===== config.mk =====
export PLATFORM = sky130hd
export DESIGN_NAME = audio_top
export DESIGN_NICKNAME = d
export VERILOG_FILES = /design/src/common/audio_pkg.sv /design/src/design/audio_top.sv /design/src/design/activity_led.sv /design/src/audio/dynamic_compressor.sv /design/src/audio/sample_mixer.sv /design/src/design/mix_config_regs.sv
export SDC_FILE = /design/constraint.sdc
export NUM_CORES = 1
export LEC_CHECK = 0
export ABC_AREA = 0
export BUFFER_PORTS_ARGS = -buffer_cell sky130_fd_sc_hd__clkbuf_2
export CORE_MARGIN = 2
export CORE_UTILIZATION = 57
export CTS_BUF_LIST = sky130_fd_sc_hd__clkbuf_8
export DETAILED_ROUTE_END_ITERATION = 10
export PLACE_DENSITY = 0.76
export SYNTH_ARGS = -nofsm -noshare
export SYNTH_HDL_FRONTEND = slang
export SYNTH_SLANG_ARGS = --single-unit

===== constraint.sdc =====
create_clock -name clk_sys -period 6.2 [get_ports clk_sys]
set_clock_uncertainty 0.2 [all_clocks]
set_input_delay 0.62 -clock clk_sys [delete_from_list [all_inputs] [get_ports clk_sys]]
set_output_delay 0.62 -clock clk_sys [all_outputs]
set_load 0.05 [all_outputs]

===== src/common/audio_pkg.sv =====
// Audio widths, compression curve constants, register map and mode enums
`default_nettype none

package audio_pkg;

	////////////////////////////////////////
	// Sample path widths
	////////////////////////////////////////

	// Signed audio sample
	localparam int SAMPLE_W = 16;

	// Summing path, one guard bit above a sample
	localparam int SUM_W = 17;

	// Speaker pulse lands at bit 11 for volume 0
	localparam int SPK_BASE_SHIFT = 11;

	// Speaker volume code, each step doubles the pulse
	localparam int VOL_W = 2;

	////////////////////////////////////////
	// Compression curves
	////////////////////////////////////////

	// 2x curve, linear gain below the knee
	localparam logic [15:0] CMP2_KNEE = 16'd14043;
	localparam logic [15:0] CMP2_GAIN = 16'd2;
	localparam logic [15:0] CMP2_DIV  = 16'd4;
	// Knee times gain, where the upper segment starts
	localparam logic [15:0] CMP2_BASE = 16'd28086;

	// 4x curve, steeper gain and flatter top
	localparam logic [15:0] CMP4_KNEE = 16'd7399;
	localparam logic [15:0] CMP4_GAIN = 16'd4;
	localparam logic [15:0] CMP4_DIV  = 16'd8;
	localparam logic [15:0] CMP4_BASE = 16'd29596;

	////////////////////////////////////////
	// Activity LEDs
	////////////////////////////////////////

	// On-time after the last disk request
	localparam logic [31:0] LED_HOLD_CYCLES = 32'd1000;

	////////////////////////////////////////
	// Register port
	////////////////////////////////////////

	localparam int CFG_ADDR_W = 2;
	localparam int CFG_DATA_W = 8;

	typedef enum logic [CFG_ADDR_W-1:0] {
		REG_SPK_VOL    = 2'd0,
		REG_BOOST      = 2'd1,
		REG_SYNTH_MUTE = 2'd2,
		REG_STEREO_MIX = 2'd3
	} cfg_reg_e;

	// Code 3 is an alias of the 4x curve
	typedef enum logic [1:0] {
		BOOST_NONE   = 2'd0,
		BOOST_2X     = 2'd1,
		BOOST_4X     = 2'd2,
		BOOST_4X_ALT = 2'd3
	} boost_mode_e;

endpackage

`default_nettype wire

===== src/design/audio_top.sv =====
// Audio output stage top with settings registers, mixer, compressor and disk LEDs
`timescale 1ns/100ps
`default_nettype none

module audio_top import audio_pkg::*; (
	input  wire                        clk_sys,
	input  wire                        reset,

	// Host register port
	input  wire                        cfg_req,
	input  wire [CFG_ADDR_W-1:0]       cfg_addr,
	input  wire [CFG_DATA_W-1:0]       cfg_data,
	output logic                       cfg_ack,

	// Sources
	input  wire signed [SAMPLE_W-1:0]  sb_l,
	input  wire signed [SAMPLE_W-1:0]  sb_r,
	input  wire signed [SAMPLE_W-1:0]  synth_l,
	input  wire signed [SAMPLE_W-1:0]  synth_r,
	input  wire                        speaker,

	// Disk activity
	input  wire                        hdd_request,
	input  wire                        fdd_request,

	output logic signed [SAMPLE_W-1:0] audio_l,
	output logic signed [SAMPLE_W-1:0] audio_r,
	output logic [1:0]                 audio_mix,
	output logic                       led_hdd,
	output logic                       led_fdd
);

	logic [VOL_W-1:0]           spk_vol;
	boost_mode_e                boost;
	logic                       synth_mute;
	logic signed [SAMPLE_W-1:0] mix_l;
	logic signed [SAMPLE_W-1:0] mix_r;

	////////////////////////////////////////
	// Settings
	////////////////////////////////////////

	mix_config_regs cfg_regs (
		.clk_sys    (clk_sys),
		.reset      (reset),
		.cfg_req    (cfg_req),
		.cfg_addr   (cfg_addr),
		.cfg_data   (cfg_data),
		.cfg_ack    (cfg_ack),
		.spk_vol    (spk_vol),
		.boost      (boost),
		.synth_mute (synth_mute),
		.stereo_mix (audio_mix)
	);

	////////////////////////////////////////
	// Audio path
	////////////////////////////////////////

	sample_mixer mixer (
		.clk_sys    (clk_sys),
		.reset      (reset),
		.sb_l       (sb_l),
		.sb_r       (sb_r),
		.synth_l    (synth_l),
		.synth_r    (synth_r),
		.speaker    (speaker),
		.spk_vol    (spk_vol),
		.synth_mute (synth_mute),
		.mix_l      (mix_l),
		.mix_r      (mix_r)
	);

	dynamic_compressor compressor (
		.clk_sys (clk_sys),
		.reset   (reset),
		.mix_l   (mix_l),
		.mix_r   (mix_r),
		.boost   (boost),
		.audio_l (audio_l),
		.audio_r (audio_r)
	);

	////////////////////////////////////////
	// Disk LEDs
	////////////////////////////////////////

	activity_led hdd_led (
		.clk_sys (clk_sys),
		.reset   (reset),
		.request (hdd_request),
		.led     (led_hdd)
	);

	activity_led fdd_led (
		.clk_sys (clk_sys),
		.reset   (reset),
		.request (fdd_request),
		.led     (led_fdd)
	);

endmodule

`default_nettype wire


===== src/design/activity_led.sv =====
// Pulse stretcher that keeps a disk activity LED lit after each request
`timescale 1ns/100ps
`default_nettype none

module activity_led import audio_pkg::*; (
	input  wire  clk_sys,
	input  wire  reset,
	input  wire  request,
	output logic led
);

	logic [31:0] hold_cnt;

	// Every request restarts the full on-time
	always_ff @(posedge clk_sys) begin
		if (reset) begin
			hold_cnt <= '0;
		end else if (request) begin
			hold_cnt <= LED_HOLD_CYCLES;
		end else if (hold_cnt != '0) begin
			hold_cnt <= hold_cnt - 32'd1;
		end
	end

	// Lit while time remains
	assign led = (hold_cnt != '0);

endmodule

`default_nettype wire


===== src/audio/dynamic_compressor.sv =====
// Sign-symmetric 2x and 4x compression curves with boost-driven output select
`timescale 1ns/100ps
`default_nettype none

module dynamic_compressor import audio_pkg::*; (
	input  wire                        clk_sys,
	input  wire                        reset,

	input  wire signed [SAMPLE_W-1:0]  mix_l,
	input  wire signed [SAMPLE_W-1:0]  mix_r,
	input  boost_mode_e                boost,

	output logic signed [SAMPLE_W-1:0] audio_l,
	output logic signed [SAMPLE_W-1:0] audio_r
);

	logic [SAMPLE_W-1:0] cmp2_l;
	logic [SAMPLE_W-1:0] cmp2_r;
	logic [SAMPLE_W-1:0] cmp4_l;
	logic [SAMPLE_W-1:0] cmp4_r;

	// Linear below the knee, divided slope above it, all in 16 bits
	function automatic logic [15:0] compress(
		input logic [15:0] x,
		input logic [15:0] knee,
		input logic [15:0] gain,
		input logic [15:0] div,
		input logic [15:0] base
	);
		logic [15:0] mag;
		logic [15:0] res;
		mag = x[15] ? (~x + 16'd1) : x;
		if (mag < knee)
			res = mag * gain;
		else
			res = ((mag - knee) / div) + base;
		return x[15] ? (~res + 16'd1) : res;
	endfunction

	////////////////////////////////////////
	// Curve registers
	////////////////////////////////////////

	// Both curves run all the time so a boost change takes effect at once
	always_ff @(posedge clk_sys) begin
		cmp2_l <= compress(mix_l, CMP2_KNEE, CMP2_GAIN, CMP2_DIV, CMP2_BASE);
		cmp2_r <= compress(mix_r, CMP2_KNEE, CMP2_GAIN, CMP2_DIV, CMP2_BASE);
		cmp4_l <= compress(mix_l, CMP4_KNEE, CMP4_GAIN, CMP4_DIV, CMP4_BASE);
		cmp4_r <= compress(mix_r, CMP4_KNEE, CMP4_GAIN, CMP4_DIV, CMP4_BASE);
	end

	////////////////////////////////////////
	// Output select
	////////////////////////////////////////

	always_comb begin
		case (boost)
			BOOST_NONE: begin
				audio_l = mix_l;
				audio_r = mix_r;
			end
			BOOST_2X: begin
				audio_l = cmp2_l;
				audio_r = cmp2_r;
			end
			BOOST_4X, BOOST_4X_ALT: begin
				audio_l = cmp4_l;
				audio_r = cmp4_r;
			end
			default: begin
				audio_l = mix_l;
				audio_r = mix_r;
			end
		endcase
	end

	// Curves keep the sign and never collapse a nonzero sample to silence
	keep_sign_l: assert property (
		@(posedge clk_sys) disable iff (reset)
		(mix_l != 0) |=> (cmp4_l[15] == $past(mix_l[15])) && (cmp4_l != 0)
			&& (cmp2_l[15] == $past(mix_l[15])) && (cmp2_l != 0)
	) else $error("left compression flipped sign");

	keep_sign_r: assert property (
		@(posedge clk_sys) disable iff (reset)
		(mix_r != 0) |=> (cmp4_r[15] == $past(mix_r[15])) && (cmp4_r != 0)
			&& (cmp2_r[15] == $past(mix_r[15])) && (cmp2_r != 0)
	) else $error("right compression flipped sign");

endmodule

`default_nettype wire


===== src/audio/sample_mixer.sv =====
// Two-stage mixer for sound card, synth and speaker with 16-bit saturation
`timescale 1ns/100ps
`default_nettype none

module sample_mixer import audio_pkg::*; (
	input  wire                        clk_sys,
	input  wire                        reset,

	// Sources
	input  wire signed [SAMPLE_W-1:0]  sb_l,
	input  wire signed [SAMPLE_W-1:0]  sb_r,
	input  wire signed [SAMPLE_W-1:0]  synth_l,
	input  wire signed [SAMPLE_W-1:0]  synth_r,
	input  wire                        speaker,

	// Settings
	input  wire        [VOL_W-1:0]     spk_vol,
	input  wire                        synth_mute,

	// Clamped mix
	output logic signed [SAMPLE_W-1:0] mix_l,
	output logic signed [SAMPLE_W-1:0] mix_r
);

	logic [SUM_W-1:0] spk_term;
	logic [SUM_W-1:0] sb_ext_l;
	logic [SUM_W-1:0] sb_ext_r;
	logic [SUM_W-1:0] synth_term_l;
	logic [SUM_W-1:0] synth_term_r;
	logic [SUM_W-1:0] sum_l;
	logic [SUM_W-1:0] sum_r;

	// Saturate when the guard bit disagrees with the sample sign bit
	function automatic logic [SAMPLE_W-1:0] clamp(input logic [SUM_W-1:0] s);
		logic ovf;
		ovf = s[SUM_W-1] ^ s[SUM_W-2];
		if (!ovf)
			return s[SAMPLE_W-1:0];
		else if (s[SUM_W-1])
			return 16'h8000;
		else
			return 16'h7fff;
	endfunction

	////////////////////////////////////////
	// Stage 1, source terms and sum
	////////////////////////////////////////

	// Speaker pulse is always positive, volume shifts it up
	assign spk_term = SUM_W'(speaker) << (SPK_BASE_SHIFT + spk_vol);

	assign sb_ext_l = {sb_l[SAMPLE_W-1], sb_l};
	assign sb_ext_r = {sb_r[SAMPLE_W-1], sb_r};

	assign synth_term_l = synth_mute ? '0 : {synth_l[SAMPLE_W-1], synth_l};
	assign synth_term_r = synth_mute ? '0 : {synth_r[SAMPLE_W-1], synth_r};

	always_ff @(posedge clk_sys) begin
		sum_l <= sb_ext_l + synth_term_l + spk_term;
		sum_r <= sb_ext_r + synth_term_r + spk_term;
	end

	////////////////////////////////////////
	// Stage 2, clamp to a sample
	////////////////////////////////////////

	always_ff @(posedge clk_sys) begin
		mix_l <= clamp(sum_l);
		mix_r <= clamp(sum_r);
	end

	// An overflowing sum must never pass its low bits through
	sat_left: assert property (
		@(posedge clk_sys) disable iff (reset)
		(sum_l[SUM_W-1] != sum_l[SUM_W-2]) |=> (mix_l != $past(sum_l[SAMPLE_W-1:0]))
	) else $error("left mix not saturated on overflow");

	sat_right: assert property (
		@(posedge clk_sys) disable iff (reset)
		(sum_r[SUM_W-1] != sum_r[SUM_W-2]) |=> (mix_r != $past(sum_r[SAMPLE_W-1:0]))
	) else $error("right mix not saturated on overflow");

endmodule

`default_nettype wire


===== src/design/mix_config_regs.sv =====
// Host settings registers for the audio stage with a four-phase req/ack write port
`timescale 1ns/100ps
`default_nettype none

module mix_config_regs import audio_pkg::*; (
	input  wire                  clk_sys,
	input  wire                  reset,

	// Host write port
	input  wire                  cfg_req,
	input  wire [CFG_ADDR_W-1:0] cfg_addr,
	input  wire [CFG_DATA_W-1:0] cfg_data,
	output logic                 cfg_ack,

	// Settings
	output logic [VOL_W-1:0]     spk_vol,
	output boost_mode_e          boost,
	output logic                 synth_mute,
	output logic [1:0]           stereo_mix
);

	cfg_reg_e  reg_sel;
	logic      wr_en;

	assign reg_sel = cfg_reg_e'(cfg_addr);

	// A new request is accepted only while ack is low
	assign wr_en = cfg_req && !cfg_ack;

	////////////////////////////////////////
	// Handshake
	////////////////////////////////////////

	always_ff @(posedge clk_sys) begin
		if (reset) begin
			cfg_ack <= 1'b0;
		end else if (wr_en) begin
			cfg_ack <= 1'b1;
		end else if (!cfg_req) begin
			cfg_ack <= 1'b0;
		end
	end

	////////////////////////////////////////
	// Settings
	////////////////////////////////////////

	// Upper data bits beyond each field are dropped
	always_ff @(posedge clk_sys) begin
		if (reset) begin
			spk_vol    <= '0;
			boost      <= BOOST_NONE;
			synth_mute <= 1'b0;
			stereo_mix <= 2'b00;
		end else if (wr_en) begin
			case (reg_sel)
				REG_SPK_VOL: begin
					spk_vol <= cfg_data[VOL_W-1:0];
				end
				REG_BOOST: begin
					boost <= boost_mode_e'(cfg_data[1:0]);
				end
				REG_SYNTH_MUTE: begin
					synth_mute <= cfg_data[0];
				end
				REG_STEREO_MIX: begin
					stereo_mix <= cfg_data[1:0];
				end
				default: begin
					stereo_mix <= stereo_mix;
				end
			endcase
		end
	end

	////////////////////////////////////////
	// Protocol checks
	////////////////////////////////////////

	// Ack only answers a request seen on the previous edge
	ack_needs_req: assert property (
		@(posedge clk_sys) disable iff (reset)
		$rose(cfg_ack) |-> $past(cfg_req)
	) else $error("cfg_ack rose without cfg_req");

	// Ack drops on the first edge after the request is withdrawn
	ack_release: assert property (
		@(posedge clk_sys) disable iff (reset)
		(cfg_ack && !cfg_req) |=> !cfg_ack
	) else $error("cfg_ack held after cfg_req fell");

endmodule

`default_nettype wire


==> results_dict.tcl <==
set metrics [dict create \
    synth_top_cell_by_area "dfxtp_1" \
    syn_inst 1747 \
    vias 13200 \
    nets 1990 \
    synth_edf_count 0 \
    min_path_type "in2reg" \
    arrival_ns 5.89 \
    cp_max_fo 10 \
    dp.cells 2121 \
    clockBufferDepth 3 \
    pin_count 117 \
    numCtsBuffers 36 \
    initial_utilization 0.575 \
    fin_tns_setup_ns 0 \
    root_buffer "clkbuf_8" \
    ys_seq_elements 202 \
    drt-initial-drc-count 1078 \
    critical_path_depth 17 \
    globalplace.congestion 0.941 \
    cts_setup_buffers 0 \
    crit_buf_inv 1 \
    seq_area_um2 4050 \
    hold_depth 2 \
    hpwl_um 28300 \
    synth_area_leaders "dfxtp_1 28%, xnor2_1 8.0%, ha_1 5.5%, nor2_1 4.5%, o21ai_0 3.5%" \
    drive_gt1_frac 0.139 \
    diodes 0 \
    port_buffers 110 \
    grt_max_degree 66 \
    ff2ff_path_depth 17 \
    grt_pass1_wl_um 61300 \
    slowest_delay_ns 0.67 \
    cts_resized 0 \
    hold_viol_final 0 \
    layout_setup_ws_ns 0.588 \
    wl_per_cell_um 17.1 \
    cap_viol_max_count 0 \
    grt_pass1_vias 12500 \
    path_class "reg2reg" \
    area_growth_pct 11.2 \
    clk_latency_ns 0.55 \
    die-area_um2 26500 \
    cts_hold_buf 0 \
    cp_data_required_time_ns 6.48 \
    synth_cell_types 102 \
    worst_pin_slew_ns 1.10 \
    h-tree-depth 2 \
    cts_tree "done" \
    worstSetupStartpointType "flip-flop" \
    drtPass1Iterations 6 \
    fillers 2208 \
    core_um2 25000 \
    max_freq_ghz 0.178 \
    synth_warnings 0 \
    final.period_utilization 0.905 \
    relSlewSlack 0.265 \
    die_w_um 163 \
    grtUsageTotal 0.281 \
    ys_seq_area_frac 0.282 \
    die_h_um 163 \
    grt_overflow 0 \
    syn_avg_cell_area_um2 8.22 \
    setup_violations 0 \
    rsz0062_at_grt "false" \
    slew_viol_final 0 \
    cts.sinks 202 \
    multi_input_area_um2 9780 \
    cp_top_family "simple AND/OR/NAND/NOR gates" \
    syn_area_um2 14400 \
    synth_flop_cell "dfxtp_1" \
    antenna_found_initial 0 \
    synth.top_cell.area_share 0.282 \
    drc 0 \
    antenna_left 0 \
    final_cells 2184 \
    ys_async_sr_fraction 0 \
    viasPerCell 6.04 \
    row_count 58 \
    wirelength_um 37300 \
    critPathSlowestCell "or4b_2" \
    clkSlewWorstSetupHoldPaths_ns 0.06 \
    cp_cell_sequence "inv_1 > ha_1 > or4b_2 > o41ai_1 > xnor2_1 > and2_1 > a21oi_1 > o21ai_1 > mux2i_1 > ha_1 > nand3_1 > or2_2 > or4_1 > o41ai_1 > nand4_1 > o31ai_1 > xor2_1" \
    end_kind "flip-flop" \
    status "finished clean" \
    post-route-util 0.639 \
    syn-num-nets 1908 \
    pre_cts_slack_ns 0.713 \
    finalCriticalPeriod_ns 5.61 \
]
## worst paths after layout
path                        from  slack, ns                     to
setup reg to reg  mixer.mix_r[0]       0.59  compressor.cmp2_r[14]
hold / removal           sb_r[0]        0.1         mixer.sum_r[0]
setup / recovery  mixer.mix_r[0]       0.59  compressor.cmp2_r[14]
hold reg to reg   mixer.sum_l[2]       0.22         mixer.mix_l[2]
## cells by family after synthesis
family | after synthesis | synth area share
mux | 56 | 0.0404
buf+inv | 138 | 0.0374
flops | 202 | 0.282
compound gates | 451 | 0.219
xor+xnor | 173 | 0.108
simple gates | 646 | 0.234
fa+ha+maj | 81 | 0.0800
## state kept, by name, summed over array words and instances, names as in the netlist, 16 cells and up
name,cells
mixer.sum_l,17
compressor.cmp4_r,16
fdd_led.hold_cnt,32
hdd_led.hold_cnt,32
mixer.sum_r,17
compressor.cmp2_l,16
mixer.mix_r,16
compressor.cmp2_r,16
compressor.cmp4_l,16
mixer.mix_l,16
## synthesized netlist by cell type (6+ instances only)
cell and n:
nand2b_1 16, nor4_1 29, fa_1 18, or3_1 26
nor2_1 172, a21o_1 37, nor3_1 55, nor2b_1 56
a32oi_1 7, and4_1 6, mux2_2 6, o31ai_1 25
inv_1 50, a211oi_1 15, nand3_1 31, and3_1 14
o21bai_1 14, mux2i_1 49, o2111ai_1 7, a211o_1 9
xor2_1 39, nand3b_1 6, and2_1 14, dfxtp_1 202
o311ai_0 7, o21ai_0 101, buf_2 9, o41ai_1 11
clkbuf_1 68, ha_1 63, a31oi_1 20, or4_1 18
o211ai_1 11, a2111oi_0 7, a21oi_1 85, nand2_1 130
nand4_1 21, buf_1 9, xnor2_1 131, o21a_1 7
or2_2 21
## layer usage
layer,wire length [µm],part of all wire,track usage
met1,16800,0.45,0.386
met2,16800,0.45,0.454
met3,2870,0.077,0.0491
met4,873,0.023,0.0825
met5,0,0,0
## metrics by stage
stage / hold WS (ns) / cell area, µm²
2_1_floorplan: 0.203 / 14400
3_3_place_gp: 0.212 / 15100
3_5_place_dp: 0.212 / 15100
4_1_cts: 0.0647 / 16000
5_1_grt: 0.0876 / 16000
6_report: 0.0970 / 16000
## cells in the final DEF (no fill, tap or decap), types with 20 or more instances in the layout
cell and count:
dfxtp_1 199, nor2_1 172, xnor2_1 131, nand2_1 130, clkbuf_2 110, o21ai_0 100, a21oi_1 85, ha_1 63
nor2b_1 56, inv_1 56, nor3_1 55, mux2i_1 49, clkbuf_8 42, xor2_1 39, a21o_1 37, nand3_1 31
nor4_1 29, or3_1 26, o31ai_1 25, nand4_1 21, or2_2 21, buf_4 21, a31oi_1 20
## cell type report
| cell class | instances | area share |
|---|---|---|
| Timing Repair Buffer | 131 | 0.0444 |
| Inverter | 51 | 0.0120 |
| Tap cell | 330 | 0.0259 |
| Clock buffer | 42 | 0.0362 |
| Sequential cell | 202 | 0.254 |
| Clock inverter | 21 | 0.0156 |
| Multi-Input combinational cell | 1407 | 0.612 |
Power is left out: the tool's default activity adds up to more than one toggle a clock period on the data nets, which glitch-free logic cannot reach.
